File: config.mk
export PLATFORM = sky130hd
export DESIGN_NAME = voxel_raycaster
export DESIGN_NICKNAME = d
export VERILOG_FILES = /design/src/source/raycast_pkg.sv /design/src/source/pixel_scanner.sv /design/src/source/ray_marcher.sv /design/src/source/ray_setup.sv /design/src/source/voxel_raycaster.sv /design/src/source/voxel_shader.sv
export VERILOG_INCLUDE_DIRS = /design/src /design/src/source
export SDC_FILE = /design/constraint.sdc
export NUM_CORES = 2
export LEC_CHECK = 0
export BUFFER_PORTS_ARGS = -buffer_cell sky130_fd_sc_hd__buf_2
export CORE_AREA = 2 2 253 255
export DETAILED_ROUTE_END_ITERATION = 10
export DIE_AREA = 0 0 255 257
export GPL_ROUTABILITY_DRIVEN = 0
export HOLD_SLACK_MARGIN = 0.1
export PLACE_DENSITY = 0.85
export SETUP_SLACK_MARGIN = 0.3
export SKIP_LAST_GASP = 1
export SYNTH_ARGS = -nofsm -noshare
export SYNTH_HDL_FRONTEND = slang
export SYNTH_SLANG_ARGS = --single-unit
File: constraint.sdc
create_clock -name clk -period 7.38 [get_ports clk]
set_input_delay 1.107 -clock clk [delete_from_list [all_inputs] [get_ports clk]]
set_output_delay 1.107 -clock clk [all_outputs]
set_load 0.03 [all_outputs]
File: src/source/raycast_settings.svh
// Screen size, voxel grid and fixed-point widths
// Ray march step limit and hit threshold
`ifndef RAYCAST_SETTINGS_SVH
`define RAYCAST_SETTINGS_SVH

// Screen
`define SCREEN_WIDTH      16
`define SCREEN_HEIGHT     12
`define PIXEL_COORD_BITS  11

// Voxel grid, 64 per axis
`define VOXEL_COORD_BITS  6
`define VOXEL_ADDR_BITS   18

// Fixed-point camera and ray values
`define CAM_BITS          16
`define ACC_BITS          24
`define FRAC_BITS         8

// March limits
`define MAX_RAY_STEPS     40
`define ALPHA_HIT_MIN     10

`endif

File: src/source/raycast_pkg.sv
// Voxel word type shared by the marcher, the shader and the top level

package raycast_pkg;

    // One 64-bit voxel word from the external memory
    // Raw view for the occupancy test, field view for shading
    typedef union packed {
        logic [63:0] raw;
        struct packed {
            logic [7:0] mat_props;
            logic [7:0] emissive;
            logic [7:0] alpha;
            logic [7:0] light;
            logic [7:0] red;
            logic [7:0] green;
            logic [7:0] blue;
            logic [3:0] mat_type;
            logic [3:0] unused;
        } fields;
    } voxel_word_t;

endpackage

File: src/source/pixel_scanner.sv
// Frame control for the renderer
// Raster counters, per-pixel go pulse and linear pixel address
`timescale 1ns/100ps
`include "raycast_settings.svh"

module pixel_scanner (
    input  logic                         clk,
    input  logic                         rst_n,
    input  logic                         start,
    input  logic                         pixel_write_en,
    output logic                         pixel_go,
    output logic [`PIXEL_COORD_BITS-1:0] pixel_x,
    output logic [`PIXEL_COORD_BITS-1:0] pixel_y,
    output logic [31:0]                  pixel_addr,
    output logic                         busy,
    output logic                         done
);

    localparam logic [`PIXEL_COORD_BITS-1:0] LAST_X = (`PIXEL_COORD_BITS)'(`SCREEN_WIDTH - 1);
    localparam logic [`PIXEL_COORD_BITS-1:0] LAST_Y = (`PIXEL_COORD_BITS)'(`SCREEN_HEIGHT - 1);

    logic                         pixel_open;
    logic                         last_x;
    logic                         last_y;
    logic [`PIXEL_COORD_BITS-1:0] next_x;
    logic [`PIXEL_COORD_BITS-1:0] next_y;

    assign last_x = (pixel_x == LAST_X);
    assign last_y = (pixel_y == LAST_Y);
    assign next_x = last_x ? '0 : pixel_x + 1'b1;
    assign next_y = last_x ? pixel_y + 1'b1 : pixel_y;

    always_ff @(posedge clk or negedge rst_n) begin
        if (!rst_n) begin
            busy       <= 1'b0;
            done       <= 1'b0;
            pixel_go   <= 1'b0;
            pixel_open <= 1'b0;
            pixel_x    <= '0;
            pixel_y    <= '0;
            pixel_addr <= '0;
        end else begin
            pixel_go <= 1'b0;
            done     <= 1'b0;
            if (!busy) begin
                if (start) begin
                    busy       <= 1'b1;
                    pixel_go   <= 1'b1;
                    pixel_x    <= '0;
                    pixel_y    <= '0;
                    pixel_addr <= '0;
                end
            end else if (pixel_go) begin
                pixel_open <= 1'b1;
            end else if (pixel_write_en && pixel_open) begin
                // Pixel finished, move on or close the frame
                pixel_open <= 1'b0;
                if (last_x && last_y) begin
                    busy <= 1'b0;
                    done <= 1'b1;
                end else begin
                    pixel_x    <= next_x;
                    pixel_y    <= next_y;
                    pixel_addr <= 32'(next_y) * 32'(`SCREEN_WIDTH) + 32'(next_x);
                    pixel_go   <= 1'b1;
                end
            end
        end
    end

    // Only one pixel may be in flight through the chain
    assert property (@(posedge clk) disable iff (!rst_n) pixel_go |-> !pixel_open);

endmodule

File: src/source/ray_marcher.sv
// Ray stepping through the voxel volume
// Voxel fetch, hit test and latch of the hit word and coordinates
`timescale 1ns/100ps
`include "raycast_settings.svh"

module ray_marcher import raycast_pkg::*; (
    input  logic                              clk,
    input  logic                              rst_n,
    input  logic                              ray_valid,
    input  logic signed [`ACC_BITS-1:0]       ray_pos_x,
    input  logic signed [`ACC_BITS-1:0]       ray_pos_y,
    input  logic signed [`ACC_BITS-1:0]       ray_pos_z,
    input  logic signed [`ACC_BITS-1:0]       ray_dir_x,
    input  logic signed [`ACC_BITS-1:0]       ray_dir_y,
    input  logic signed [`ACC_BITS-1:0]       ray_dir_z,
    input  voxel_word_t                       voxel_data,
    output logic        [`VOXEL_ADDR_BITS-1:0]  voxel_addr,
    output logic                              voxel_read_en,
    output logic                              march_done,
    output logic                              hit,
    output logic        [`VOXEL_COORD_BITS-1:0] hit_x,
    output logic        [`VOXEL_COORD_BITS-1:0] hit_y,
    output logic        [`VOXEL_COORD_BITS-1:0] hit_z,
    output voxel_word_t                       hit_word,
    output logic        [7:0]                 steps
);

    localparam logic [1:0] S_IDLE  = 2'd0;
    localparam logic [1:0] S_ADDR  = 2'd1;
    localparam logic [1:0] S_FETCH = 2'd2;

    localparam int unsigned VB = `VOXEL_COORD_BITS;
    localparam logic [7:0] MAX_STEPS = 8'(`MAX_RAY_STEPS);
    localparam logic [7:0] ALPHA_MIN = 8'(`ALPHA_HIT_MIN);

    logic [1:0]                  state;
    logic signed [`ACC_BITS-1:0] pos_x, pos_y, pos_z;
    logic signed [`ACC_BITS-1:0] dir_x, dir_y, dir_z;
    logic                        voxel_hit;

    // Occupied and opaque enough to stop the ray
    assign voxel_hit = (voxel_data.raw != '0) && (voxel_data.fields.alpha > ALPHA_MIN);

    // ----------------------------------------
    // March control
    // ----------------------------------------
    always_ff @(posedge clk or negedge rst_n) begin
        if (!rst_n) begin
            state         <= S_IDLE;
            voxel_read_en <= 1'b0;
            march_done    <= 1'b0;
            hit           <= 1'b0;
            steps         <= '0;
        end else begin
            voxel_read_en <= 1'b0;
            march_done    <= 1'b0;
            case (state)
                S_IDLE: begin
                    if (ray_valid) begin
                        steps <= '0;
                        hit   <= 1'b0;
                        state <= S_ADDR;
                    end
                end
                S_ADDR: begin
                    voxel_read_en <= 1'b1;
                    state         <= S_FETCH;
                end
                S_FETCH: begin
                    steps <= steps + 8'd1;
                    if (voxel_hit || steps == MAX_STEPS - 8'd1) begin
                        hit        <= voxel_hit;
                        march_done <= 1'b1;
                        state      <= S_IDLE;
                    end else begin
                        state <= S_ADDR;
                    end
                end
                default: state <= S_IDLE;
            endcase
        end
    end

    // ----------------------------------------
    // Ray position and fetch address
    // ----------------------------------------
    always_ff @(posedge clk) begin
        if (state == S_IDLE && ray_valid) begin
            pos_x <= ray_pos_x;
            pos_y <= ray_pos_y;
            pos_z <= ray_pos_z;
            dir_x <= ray_dir_x;
            dir_y <= ray_dir_y;
            dir_z <= ray_dir_z;
        end else if (state == S_ADDR) begin
            // Integer part of each position, wrapped to the grid
            voxel_addr <= {pos_x[`FRAC_BITS +: VB], pos_y[`FRAC_BITS +: VB],
                           pos_z[`FRAC_BITS +: VB]};
            pos_x <= pos_x + dir_x;
            pos_y <= pos_y + dir_y;
            pos_z <= pos_z + dir_z;
        end
        if (state == S_FETCH && voxel_hit) begin
            hit_word <= voxel_data;
            hit_x    <= voxel_addr[2*VB +: VB];
            hit_y    <= voxel_addr[VB +: VB];
            hit_z    <= voxel_addr[0 +: VB];
        end
    end

    assert property (@(posedge clk) disable iff (!rst_n) voxel_read_en |-> steps < MAX_STEPS);
    assert property (@(posedge clk) disable iff (!rst_n) march_done |=> !march_done);

endmodule

File: src/source/ray_setup.sv
// Per-pixel ray origin and direction registers
`timescale 1ns/100ps
`include "raycast_settings.svh"

module ray_setup (
    input  logic                                clk,
    input  logic                                rst_n,
    input  logic                                pixel_go,
    input  logic        [`PIXEL_COORD_BITS-1:0] pixel_x,
    input  logic        [`PIXEL_COORD_BITS-1:0] pixel_y,
    input  logic signed [`CAM_BITS-1:0]         cam_x,
    input  logic signed [`CAM_BITS-1:0]         cam_y,
    input  logic signed [`CAM_BITS-1:0]         cam_z,
    input  logic signed [`CAM_BITS-1:0]         cam_dir_x,
    input  logic signed [`CAM_BITS-1:0]         cam_dir_y,
    input  logic signed [`CAM_BITS-1:0]         cam_dir_z,
    input  logic signed [`CAM_BITS-1:0]         cam_plane_x,
    input  logic signed [`CAM_BITS-1:0]         cam_plane_y,
    output logic                                ray_valid,
    output logic signed [`ACC_BITS-1:0]         ray_pos_x,
    output logic signed [`ACC_BITS-1:0]         ray_pos_y,
    output logic signed [`ACC_BITS-1:0]         ray_pos_z,
    output logic signed [`ACC_BITS-1:0]         ray_dir_x,
    output logic signed [`ACC_BITS-1:0]         ray_dir_y,
    output logic signed [`ACC_BITS-1:0]         ray_dir_z
);

    localparam logic signed [`ACC_BITS-1:0] HALF_W = (`ACC_BITS)'(`SCREEN_WIDTH / 2);
    localparam logic signed [`ACC_BITS-1:0] HALF_H = (`ACC_BITS)'(`SCREEN_HEIGHT / 2);

    logic signed [`ACC_BITS-1:0] off_x;
    logic signed [`ACC_BITS-1:0] off_y;
    logic signed [`ACC_BITS-1:0] fov_x;
    logic signed [`ACC_BITS-1:0] fov_y;

    function automatic logic signed [`ACC_BITS-1:0] widen(input logic signed [`CAM_BITS-1:0] v);
        return {{(`ACC_BITS - `CAM_BITS){v[`CAM_BITS-1]}}, v};
    endfunction

    // Screen offsets centred on the middle pixel
    assign off_x = $signed({{(`ACC_BITS - `PIXEL_COORD_BITS){1'b0}}, pixel_x}) - HALF_W;
    assign off_y = $signed({{(`ACC_BITS - `PIXEL_COORD_BITS){1'b0}}, pixel_y}) - HALF_H;

    // Horizontal spread along the camera plane
    assign fov_x = (widen(cam_plane_x) * off_x) >>> `FRAC_BITS;
    assign fov_y = (widen(cam_plane_y) * off_x) >>> `FRAC_BITS;

    always_ff @(posedge clk) begin
        if (pixel_go) begin
            ray_pos_x <= widen(cam_x);
            ray_pos_y <= widen(cam_y);
            ray_pos_z <= widen(cam_z);
            ray_dir_x <= widen(cam_dir_x) + fov_x;
            ray_dir_y <= widen(cam_dir_y) + fov_y;
            // Vertical tilt from the line offset
            ray_dir_z <= widen(cam_dir_z) + (off_y <<< (`FRAC_BITS - 4));
        end
    end

    always_ff @(posedge clk or negedge rst_n) begin
        if (!rst_n) begin
            ray_valid <= 1'b0;
        end else begin
            ray_valid <= pixel_go;
        end
    end

endmodule

File: src/source/voxel_raycaster.sv
// Voxel ray-casting renderer, top level
// Chain of scanner, ray setup, marcher and shader
`timescale 1ns/100ps
`include "raycast_settings.svh"

module voxel_raycaster import raycast_pkg::*; (
    input  logic                                clk,
    input  logic                                rst_n,
    input  logic                                start,
    input  logic signed [`CAM_BITS-1:0]         cam_x,
    input  logic signed [`CAM_BITS-1:0]         cam_y,
    input  logic signed [`CAM_BITS-1:0]         cam_z,
    input  logic signed [`CAM_BITS-1:0]         cam_dir_x,
    input  logic signed [`CAM_BITS-1:0]         cam_dir_y,
    input  logic signed [`CAM_BITS-1:0]         cam_dir_z,
    input  logic signed [`CAM_BITS-1:0]         cam_plane_x,
    input  logic signed [`CAM_BITS-1:0]         cam_plane_y,
    input  logic                                sel_active,
    input  logic        [`VOXEL_COORD_BITS-1:0] sel_voxel_x,
    input  logic        [`VOXEL_COORD_BITS-1:0] sel_voxel_y,
    input  logic        [`VOXEL_COORD_BITS-1:0] sel_voxel_z,
    output logic        [`VOXEL_ADDR_BITS-1:0]  voxel_addr,
    input  voxel_word_t                         voxel_data,
    output logic                                voxel_read_en,
    output logic        [31:0]                  pixel_word0,
    output logic        [31:0]                  pixel_word1,
    output logic        [31:0]                  pixel_addr,
    output logic                                pixel_write_en,
    output logic                                busy,
    output logic                                done
);

    // Scanner to ray setup
    logic                         pixel_go;
    logic [`PIXEL_COORD_BITS-1:0] pixel_x, pixel_y;

    // Ray setup to marcher
    logic                         ray_valid;
    logic signed [`ACC_BITS-1:0]  ray_pos_x, ray_pos_y, ray_pos_z;
    logic signed [`ACC_BITS-1:0]  ray_dir_x, ray_dir_y, ray_dir_z;

    // Marcher to shader
    logic                         march_done;
    logic                         hit;
    logic [`VOXEL_COORD_BITS-1:0] hit_x, hit_y, hit_z;
    voxel_word_t                  hit_word;
    logic [7:0]                   steps;

    pixel_scanner u_scanner (.*);
    ray_setup     u_setup   (.*);
    ray_marcher   u_marcher (.*);
    voxel_shader  u_shader  (.*);

endmodule

File: src/source/voxel_shader.sv
// Hit and sky shading with selection highlight
// Packs the two 32-bit pixel words
`timescale 1ns/100ps
`include "raycast_settings.svh"

module voxel_shader import raycast_pkg::*; (
    input  logic                         clk,
    input  logic                         rst_n,
    input  logic                         march_done,
    input  logic                         hit,
    input  logic [`VOXEL_COORD_BITS-1:0] hit_x,
    input  logic [`VOXEL_COORD_BITS-1:0] hit_y,
    input  logic [`VOXEL_COORD_BITS-1:0] hit_z,
    input  voxel_word_t                  hit_word,
    input  logic [7:0]                   steps,
    input  logic                         sel_active,
    input  logic [`VOXEL_COORD_BITS-1:0] sel_voxel_x,
    input  logic [`VOXEL_COORD_BITS-1:0] sel_voxel_y,
    input  logic [`VOXEL_COORD_BITS-1:0] sel_voxel_z,
    output logic [31:0]                  pixel_word0,
    output logic [31:0]                  pixel_word1,
    output logic                         pixel_write_en
);

    // Dark blue background
    localparam logic [31:0] SKY_WORD0 = {8'd0, 8'd0, 8'd255, 8'd0};
    localparam logic [31:0] SKY_WORD1 = {8'd30, 8'd30, 8'd60, 8'hFF};

    logic [7:0] lit_r, lit_g, lit_b;
    logic [7:0] base_r, base_g, base_b;
    logic [7:0] glow_r, glow_g, glow_b;
    logic [7:0] out_r, out_g, out_b;
    logic [7:0] reflection, refraction, emission, material_id;
    logic       selected;

    function automatic logic [7:0] sat_add(input logic [7:0] a, input logic [7:0] b);
        logic [8:0] sum;
        sum = {1'b0, a} + {1'b0, b};
        return sum[8] ? 8'hFF : sum[7:0];
    endfunction

    function automatic logic [7:0] light_scale(input logic [7:0] c, input logic [7:0] l);
        logic [15:0] prod;
        prod = {8'd0, c} * {8'd0, l};
        return prod[15:8];
    endfunction

    // ----------------------------------------
    // Colour path
    // ----------------------------------------
    assign lit_r = light_scale(hit_word.fields.red, hit_word.fields.light);
    assign lit_g = light_scale(hit_word.fields.green, hit_word.fields.light);
    assign lit_b = light_scale(hit_word.fields.blue, hit_word.fields.light);

    // Unlit voxels fall back to their raw colour
    always_comb begin
        if (lit_r == 8'd0 && lit_g == 8'd0 && lit_b == 8'd0) begin
            base_r = hit_word.fields.red;
            base_g = hit_word.fields.green;
            base_b = hit_word.fields.blue;
        end else begin
            base_r = lit_r;
            base_g = lit_g;
            base_b = lit_b;
        end
    end

    assign glow_r = sat_add(base_r, hit_word.fields.emissive);
    assign glow_g = sat_add(base_g, hit_word.fields.emissive);
    assign glow_b = sat_add(base_b, hit_word.fields.emissive);

    assign selected = sel_active && hit_x == sel_voxel_x && hit_y == sel_voxel_y &&
                      hit_z == sel_voxel_z;

    // Purple tint on the selected voxel
    assign out_r = selected ? sat_add(glow_r, 8'd96) : glow_r;
    assign out_g = selected ? sat_add(glow_g, 8'd16) : glow_g;
    assign out_b = selected ? sat_add(glow_b, 8'd96) : glow_b;

    // ----------------------------------------
    // Material fields
    // ----------------------------------------
    assign material_id = {hit_word.fields.mat_type, 4'h0};
    assign emission    = (hit_word.fields.mat_type == 4'd1) ? hit_word.fields.emissive : 8'd0;

    always_comb begin
        case (hit_word.fields.mat_type)
            4'd3:    reflection = 8'd255;
            4'd5:    reflection = 8'd200;
            default: reflection = {hit_word.fields.mat_props[7:5], 5'd0};
        endcase
        case (hit_word.fields.mat_type)
            4'd5:    refraction = 8'd128;
            4'd2:    refraction = 8'd85;
            default: refraction = 8'd0;
        endcase
    end

    always_ff @(posedge clk) begin
        if (march_done) begin
            if (hit) begin
                pixel_word0 <= {reflection, refraction, steps, emission};
                pixel_word1 <= {out_r, out_g, out_b, material_id};
            end else begin
                pixel_word0 <= SKY_WORD0;
                pixel_word1 <= SKY_WORD1;
            end
        end
    end

    always_ff @(posedge clk or negedge rst_n) begin
        if (!rst_n) begin
            pixel_write_en <= 1'b0;
        end else begin
            pixel_write_en <= march_done;
        end
    end

endmodule

# ---- Word-level counts from Yosys, hierarchy flattened
# Index checks and enable logic that the tools add are counted.
dict set report op_classes {
  addsub 18
  mul 5
  n_lt_le_gt_ge 1
  eq_ne 17
  n_mux 62
  n_bitwise 1
  reduce_logical 26
}
# operator count
set ops {}
lappend ops {{32-bit 2-to-1 mux} 5}
lappend ops {{24-bit 2-to-1 mux} 6}
lappend ops {{11-bit 2-to-1 mux} 11}
lappend ops {{8-bit 2-to-1 mux} 13}
lappend ops {{24-bit adder} 3}
lappend ops {{64-bit nonzero test} 1}
lappend ops {{16-bit by 16-bit adder with 17-bit output} 3}
lappend ops {{16-bit by 12-bit multiplier with 24-bit output} 2}
lappend ops {{8-bit by 8-bit multiplier with 16-bit output} 3}
lappend ops {{8-bit one-hot mux with 2 select lines} 3}
lappend ops {{8-bit by 8-bit adder with 9-bit output} 3}
lappend ops {{8-bit logical NOT} 3}
lappend ops {{11-bit by 1-bit adder with 11-bit output (second input constant)} 2}
lappend ops {{11-bit by 4-bit == test with 1-bit output (second input constant)} 2}
lappend ops {{1-bit 2-to-1 mux} 20}
lappend ops {{8-bit by 7-bit adder with 9-bit output (second input constant)} 2}
lappend ops {{6-bit == test} 3}
lappend ops {{15-bit by 11-bit adder with 16-bit output} 1}
lappend ops {{11-bit by 3-bit subtractor with 12-bit output (second input constant)} 1}
lappend ops {{11-bit by 4-bit subtractor with 12-bit output (second input constant)} 1}
lappend ops {{1-bit logical AND} 10}
lappend ops {{8-bit by 5-bit adder with 9-bit output (second input constant)} 1}
lappend ops {{8-bit by 1-bit adder with 8-bit output (second input constant)} 1}
lappend ops {{4-bit by 2-bit == test with 1-bit output (second input constant)} 2}
lappend ops {{19 further kinds} 28}
dict set report totals {
  register_bits 501
  in_bits 214
  output_inout_bits 118
  word_cells 165
}

# ---- Longest topological paths before layout
dict set report logic_depth {
  ltp_word 10
  depth_mapped 35
  mapped_depth_nobuf 33
}

# ---- Cells and area by module
# Synthesis repeated with hierarchy kept, for this count alone.
dict set report unflattened {
  cells_unflattened 3783
  hier_area_um2 38207.9
}
# module n_inst cells_each area_per_inst_um2
set by_module_without_submodules {}
lappend by_module_without_submodules {ray_setup 1 1801 17260.3}
lappend by_module_without_submodules {voxel_shader 1 1089 9863.2}
lappend by_module_without_submodules {ray_marcher 1 601 8479.4}
lappend by_module_without_submodules {pixel_scanner 1 292 2605.0}

# ---- Worst setup path after synthesis
# No wires, ideal clock.
dict set report synth_path {
  path_kind {register -> register}
  from {register u_marcher.hit_word[39] in the netlist's numbering}
  to {register u_shader.pixel_word1[15], data pin}
  setup_time_ns 0.255
  t_arrival_ns 7.802
  required_time_ns 7.125
  setup_slack_ns -0.677
  stages_incl_launch_ff 32
  period_less_slack_ns 8.057
  cell_sequence {edfxtp_1 > clkbuf_1 > and2_1 > fa_1 > fa_1 > fa_1 > fa_1 > ha_1 > and3_1 > o21ai_2 > nand4bb_1 > o221a_2 > or3_1 > a2111o_1 > nor4_1 > and4b_1 > buf_6 > buf_8 > a21o_1 > ha_1 > inv_1 > fa_1 > nor2b_1 > o21ai_0 > a21boi_1 > o21a_1 > or2_2 > a21o_1 > a211oi_1 > ha_1 > or4b_2 > and3_1}
}
dict set report synth_between {
  elab_chain_len 10
  elab_cells_between_ends 14
  cone_classes {add/sub (2); mul (3); mux (4); reduce/logical (5)}
}
# element line_no
set synth_rtl {}
lappend synth_rtl {{start, declared} ray_marcher.sv:24} ;# output voxel_word_t hit_word,
lappend synth_rtl {{start signal, assigned} ray_marcher.sv:104} ;# hit_word <= voxel_data;
lappend synth_rtl {{8-bit by 8-bit multiplier with 16-bit output} voxel_shader.sv:44} ;# prod = {8'd0, c} * {8'd0, l};
lappend synth_rtl {{8-bit logical NOT} voxel_shader.sv:57} ;# if (lit_r == 8'd0 && lit_g == 8'd0 && lit_b == 8'd0) begin
lappend synth_rtl {{1-bit logical AND (2 in series)} voxel_shader.sv:57}
lappend synth_rtl {{8-bit 2-to-1 mux (*)} voxel_shader.sv:57}
lappend synth_rtl {{8-bit by 8-bit adder with 9-bit output (*)} voxel_shader.sv:38} ;# sum = {1'b0, a} + {1'b0, b};
lappend synth_rtl {{8-bit 2-to-1 mux (*)} voxel_shader.sv:39} ;# return sum[8] ? 8'hFF : sum[7:0];
lappend synth_rtl {{8-bit by 7-bit adder with 9-bit output} voxel_shader.sv:38}
lappend synth_rtl {{8-bit 2-to-1 mux} voxel_shader.sv:39}
lappend synth_rtl {{8-bit 2-to-1 mux (*)} voxel_shader.sv:78} ;# assign out_b = selected ? sat_add(glow_b, 8'd96) : glow_b;
lappend synth_rtl {{end signal, assigned} voxel_shader.sv:103} ;# pixel_word1 <= {out_r, out_g, out_b, material_id};
lappend synth_rtl {{end, declared} voxel_shader.sv:21} ;# output logic [31:0] pixel_word1,
# Every way passes the cells marked *; elsewhere a longest branch is shown, timed or not.
# A chain may end at the register's enable or synchronous reset.

# ---- Final worst setup path
dict set report layout_path {
  from {register u_marcher.hit_word[34] in the netlist's numbering}
  to {register u_shader.pixel_word1[15], data pin}
}
# Same word-level chain as after synthesis.

==> results.md <==
* Status: finished, violations left
* Failing checks: negative setup slack
* Number of levels in the clock H-tree at 2
* Number of enable-type register cells in the synthesized netlist at roughly 300
* Main area contributors after synthesis: edfxtp_1 27%, fa_1 22%, ha_1 11%, inv_1 5.3%, and2_1 4.4%
* Register clock-pin slew on the reported worst setup and hold paths at approximately 0.06 ns
* Number of global-route vias before repair at about 27000
* Via/cell ratio at roughly 5.5
* # IOs at 332
* Wire length per cell after detailed routing at about 18 um
* Placed wire-length estimate at between 60 and 70 mm
* Mux contribution to synthesized area at 0.00153
* Crit-path most repeated cell: buf_6
* Post-route DRC at 0
* Area growth, synth to finish at 21.1%
* Dominant cell type by area after synthesis: edfxtp_1
* Biggest cell delay along the critical path at 0.57 ns
* Cells after synthesis at 3352
* GR Layer Usage met3 at 0.0389
* Total die area at 0.0655 mm2
* Most congested layer reported by global routing: met2
* Combinational family with the most area after synthesis: adder cells
* Number of antenna-violating nets in the routed design at 0
* Number of antenna violations at the first check in global routing at 16
* Number of pins exceeding their max-slew limit in the final report at 0
* Path category of the worst min-delay check: reg2reg
* Commonest cells post-synth: 486 x inv_1, 385 x fa_1, 356 x nand2_1, 311 x ha_1, 303 x edfxtp_1
* CTS tree: done
* Cell with the largest stage delay on the worst path: fa_1
* Area share of fa/ha/maj cells after synthesis at 0.338
* Setup clock skew after layout at 0.0222 ns
* Share of the synthesized area in the top cell type at 0.265
* Worst Setup Start Kind: flop
* Final clock period utilization by the worst path at 1.07
* Worst Tran Pin Value at 1.18 ns
* Clock Tree Buf Depth at 3
* Port Buf Inserts at 291
* Post-Synth Simple-Gate Area at 0.149
* Yosys warns at 0
* Netlist cell types at 80
* Kind of end point of the critical path: flop
* Total overflow reported by the global router at 0
* Maximum number of pins on one net before global-route repair at between 80 and 90
* Clock root cell: clkbuf_16
* Synthesized area per cell at 10.2 um2
* Combined area of the multi-input logic cells at about 0.023 mm2
* Parity-gate share of the synthesized area counting xor and xnor cells at 0.0544
* Chip Height at ~260 um
* Data required time of the critical path at about 7.7 ns
* Detailed Route WL at 87.4 mm
* Clk Latency, worst-skew pair at ~0.57 ns
* Sinks on the clock net at ~360
* Cts bufs inserted at 39
* Unrepaired setup endpoints after global routing: true
* Number of standard-cell rows in the floorplan at 92
* Most instantiated library cell after synthesis: inv_1
* R2r setup slk at -0.49 ns
* Post-layout util at 0.662
* Wire length of the first global-routing pass at ~140 mm
* Effective utilization at floorplan at 0.547
* Hold violation count in the final report at 0
* Detailed-route via count at approximately 26000
* Inst Count DP at about 4600
* Mapped cell area at approximately 0.034 mm2
* CTS Hold Buffers Added at 0
* Global-route usage over all layers at 0.265
* Worst slew margin at 0.214
* Number of setup violations in the final report at 25
* Max_cap viols at 0
* Synth Area in Compound Gates at 0.0778
* Count of TritonRoute iterations in the first routing pass at 6
* Share of flip-flops with an asynchronous set or reset at 0.149
* Fmax achieved at around 0.13 GHz
* Final non-filler cell total at ~4800
* Global-route track usage on met1 at 0.314
* Fraction of final layout cells sized beyond drive strength 1 at 0.238
* GRT met2 Usage at 0.464
* Setup slack of the critical path after layout at -0.486 ns
* Endpoint arrival time on the critical path at ~8.2 ns
* Starting DRC count in detailed routing at around 1800
* Most instantiated flip-flop cell in the synthesis netlist: edfxtp_1
* Area of the placeable core at 0.0627 mm2
* Post-synthesis register bit count at 356
* Category of the critical setup timing path: reg2reg
* Sequential share of the synthesized area at 0.304
* Final critical path time including I/O delays and setup at 7.87 ns
* Worst Path Max Fanout at 6
* Register cell area after layout at ~0.010 mm2
* Chip Width at around 260 um
* Filler Cell Count at between 4000 and 5000
* Number of nets in the final layout at ~4800
-- layer usage --
metal / share of wire / vias to the layer above / wire [um]
li1: - / 12000 / -
met1: 0.37 / 12900 / 32500
met2: 0.52 / 1009 / 45300
met3: 0.060 / 252 / 5250
met4: 0.049 / 6 / 4300
met5: 0.00035 / - / 31
-- worst max-delay path: cells and delay by family, from the launching register on --
| kind | cells | cell delay, ns |
|---|---|---|
| and+or+nand+nor | 9 | 1.94 |
| adders and majority gates | 6 | 2.54 |
| AOI/OAI and AO/OA | 10 | 2.18 |
| buffers and inverters | 5 | 0.57 |
| DFF | 1 | 0.41 |
-- state kept, by name, indices dropped and copies added, names as in the netlist, 18 cells and up --
| name | count |
|---|---|
| u_marcher.hit_word | 47 |
| u_shader.pixel_word0 | 23 |
| u_shader.pixel_word1 | 29 |
| u_marcher.voxel_addr | 18 |
-- placed cells by master, fill, tap and decap left out, types with 105 or more instances in the layout --
cell type    n
a21oi_1    105
and2_1     221
buf_2      292
buf_4      291
edfxtp_1   303
fa_1       369
ha_1       281
inv_1      465
nand2_1    344
nor2_1     150
xnor2_1    112
-- kinds of logic after synthesis --
logic type / after synthesis
simple gates: 1035
fa+ha+maj: 696
buf+inv: 642
compound gates: 407
flops: 356
xor+xnor: 210
mux: 5
other cells: 1
-- through the flow --
stage / TNS, ns / setup slack [ns] / instance area [um2] / hold WS (ns)
CTS: -7.51 / -0.453 / 40400 / 0.419
global route: -15.49 / -0.765 / 41500 / 0.420
finish: -8.39 / -0.486 / 41500 / 0.418
floorplan: -0.540 / -0.361 / 34800 / 0.400
detailed placement: -12.66 / -0.679 / 38700 / 0.405
global placement: -9.14 / -0.550 / 38700 / 0.400
-- layout make-up --
| class | count | share of cell area |
|---|---|---|
| Clock inverter | 27 | 0.00638 |
| Tap cell | 846 | 0.0255 |
| Multi-Input combinational cell | 2372 | 0.545 |
| Inverter | 487 | 0.0440 |
| Antenna cell | 14 | 0.000843 |
| Sequential cell | 356 | 0.251 |
| Timing Repair Buffer | 628 | 0.104 |
| Clock buffer | 41 | 0.0237 |
-- final timing paths --
path	start	to	cells after the start
min in group asynchronous	rst_n	u_marcher.voxel_read_en	2
worst max register to register	u_marcher.hit_word[34]	u_shader.pixel_word1[15]	30
worst max-delay path	u_marcher.hit_word[34]	u_shader.pixel_word1[15]	30
worst min-delay path	u_setup.ray_dir_z[8]	u_marcher.dir_z[8]	0
worst min register to register	u_setup.ray_dir_z[8]	u_marcher.dir_z[8]	0
max in group asynchronous	rst_n	u_scanner.pixel_go	2
-- what timing repair did --
| action | 4_1_cts | 5_1_grt |
|---|---|---|
| setup buffers | 36 | 37 |
| pin swaps | 70 | 125 |
| endpoints found under the hold margin | 0 | 0 |
| setup endpoints to repair | 32 | 36 |
| gates resized for setup | 55 | 188 |
| gates cloned | 0 | 1 |
Power is not shown: default switching activity piles up to over one toggle a cycle in this logic, so the estimate is an artifact.
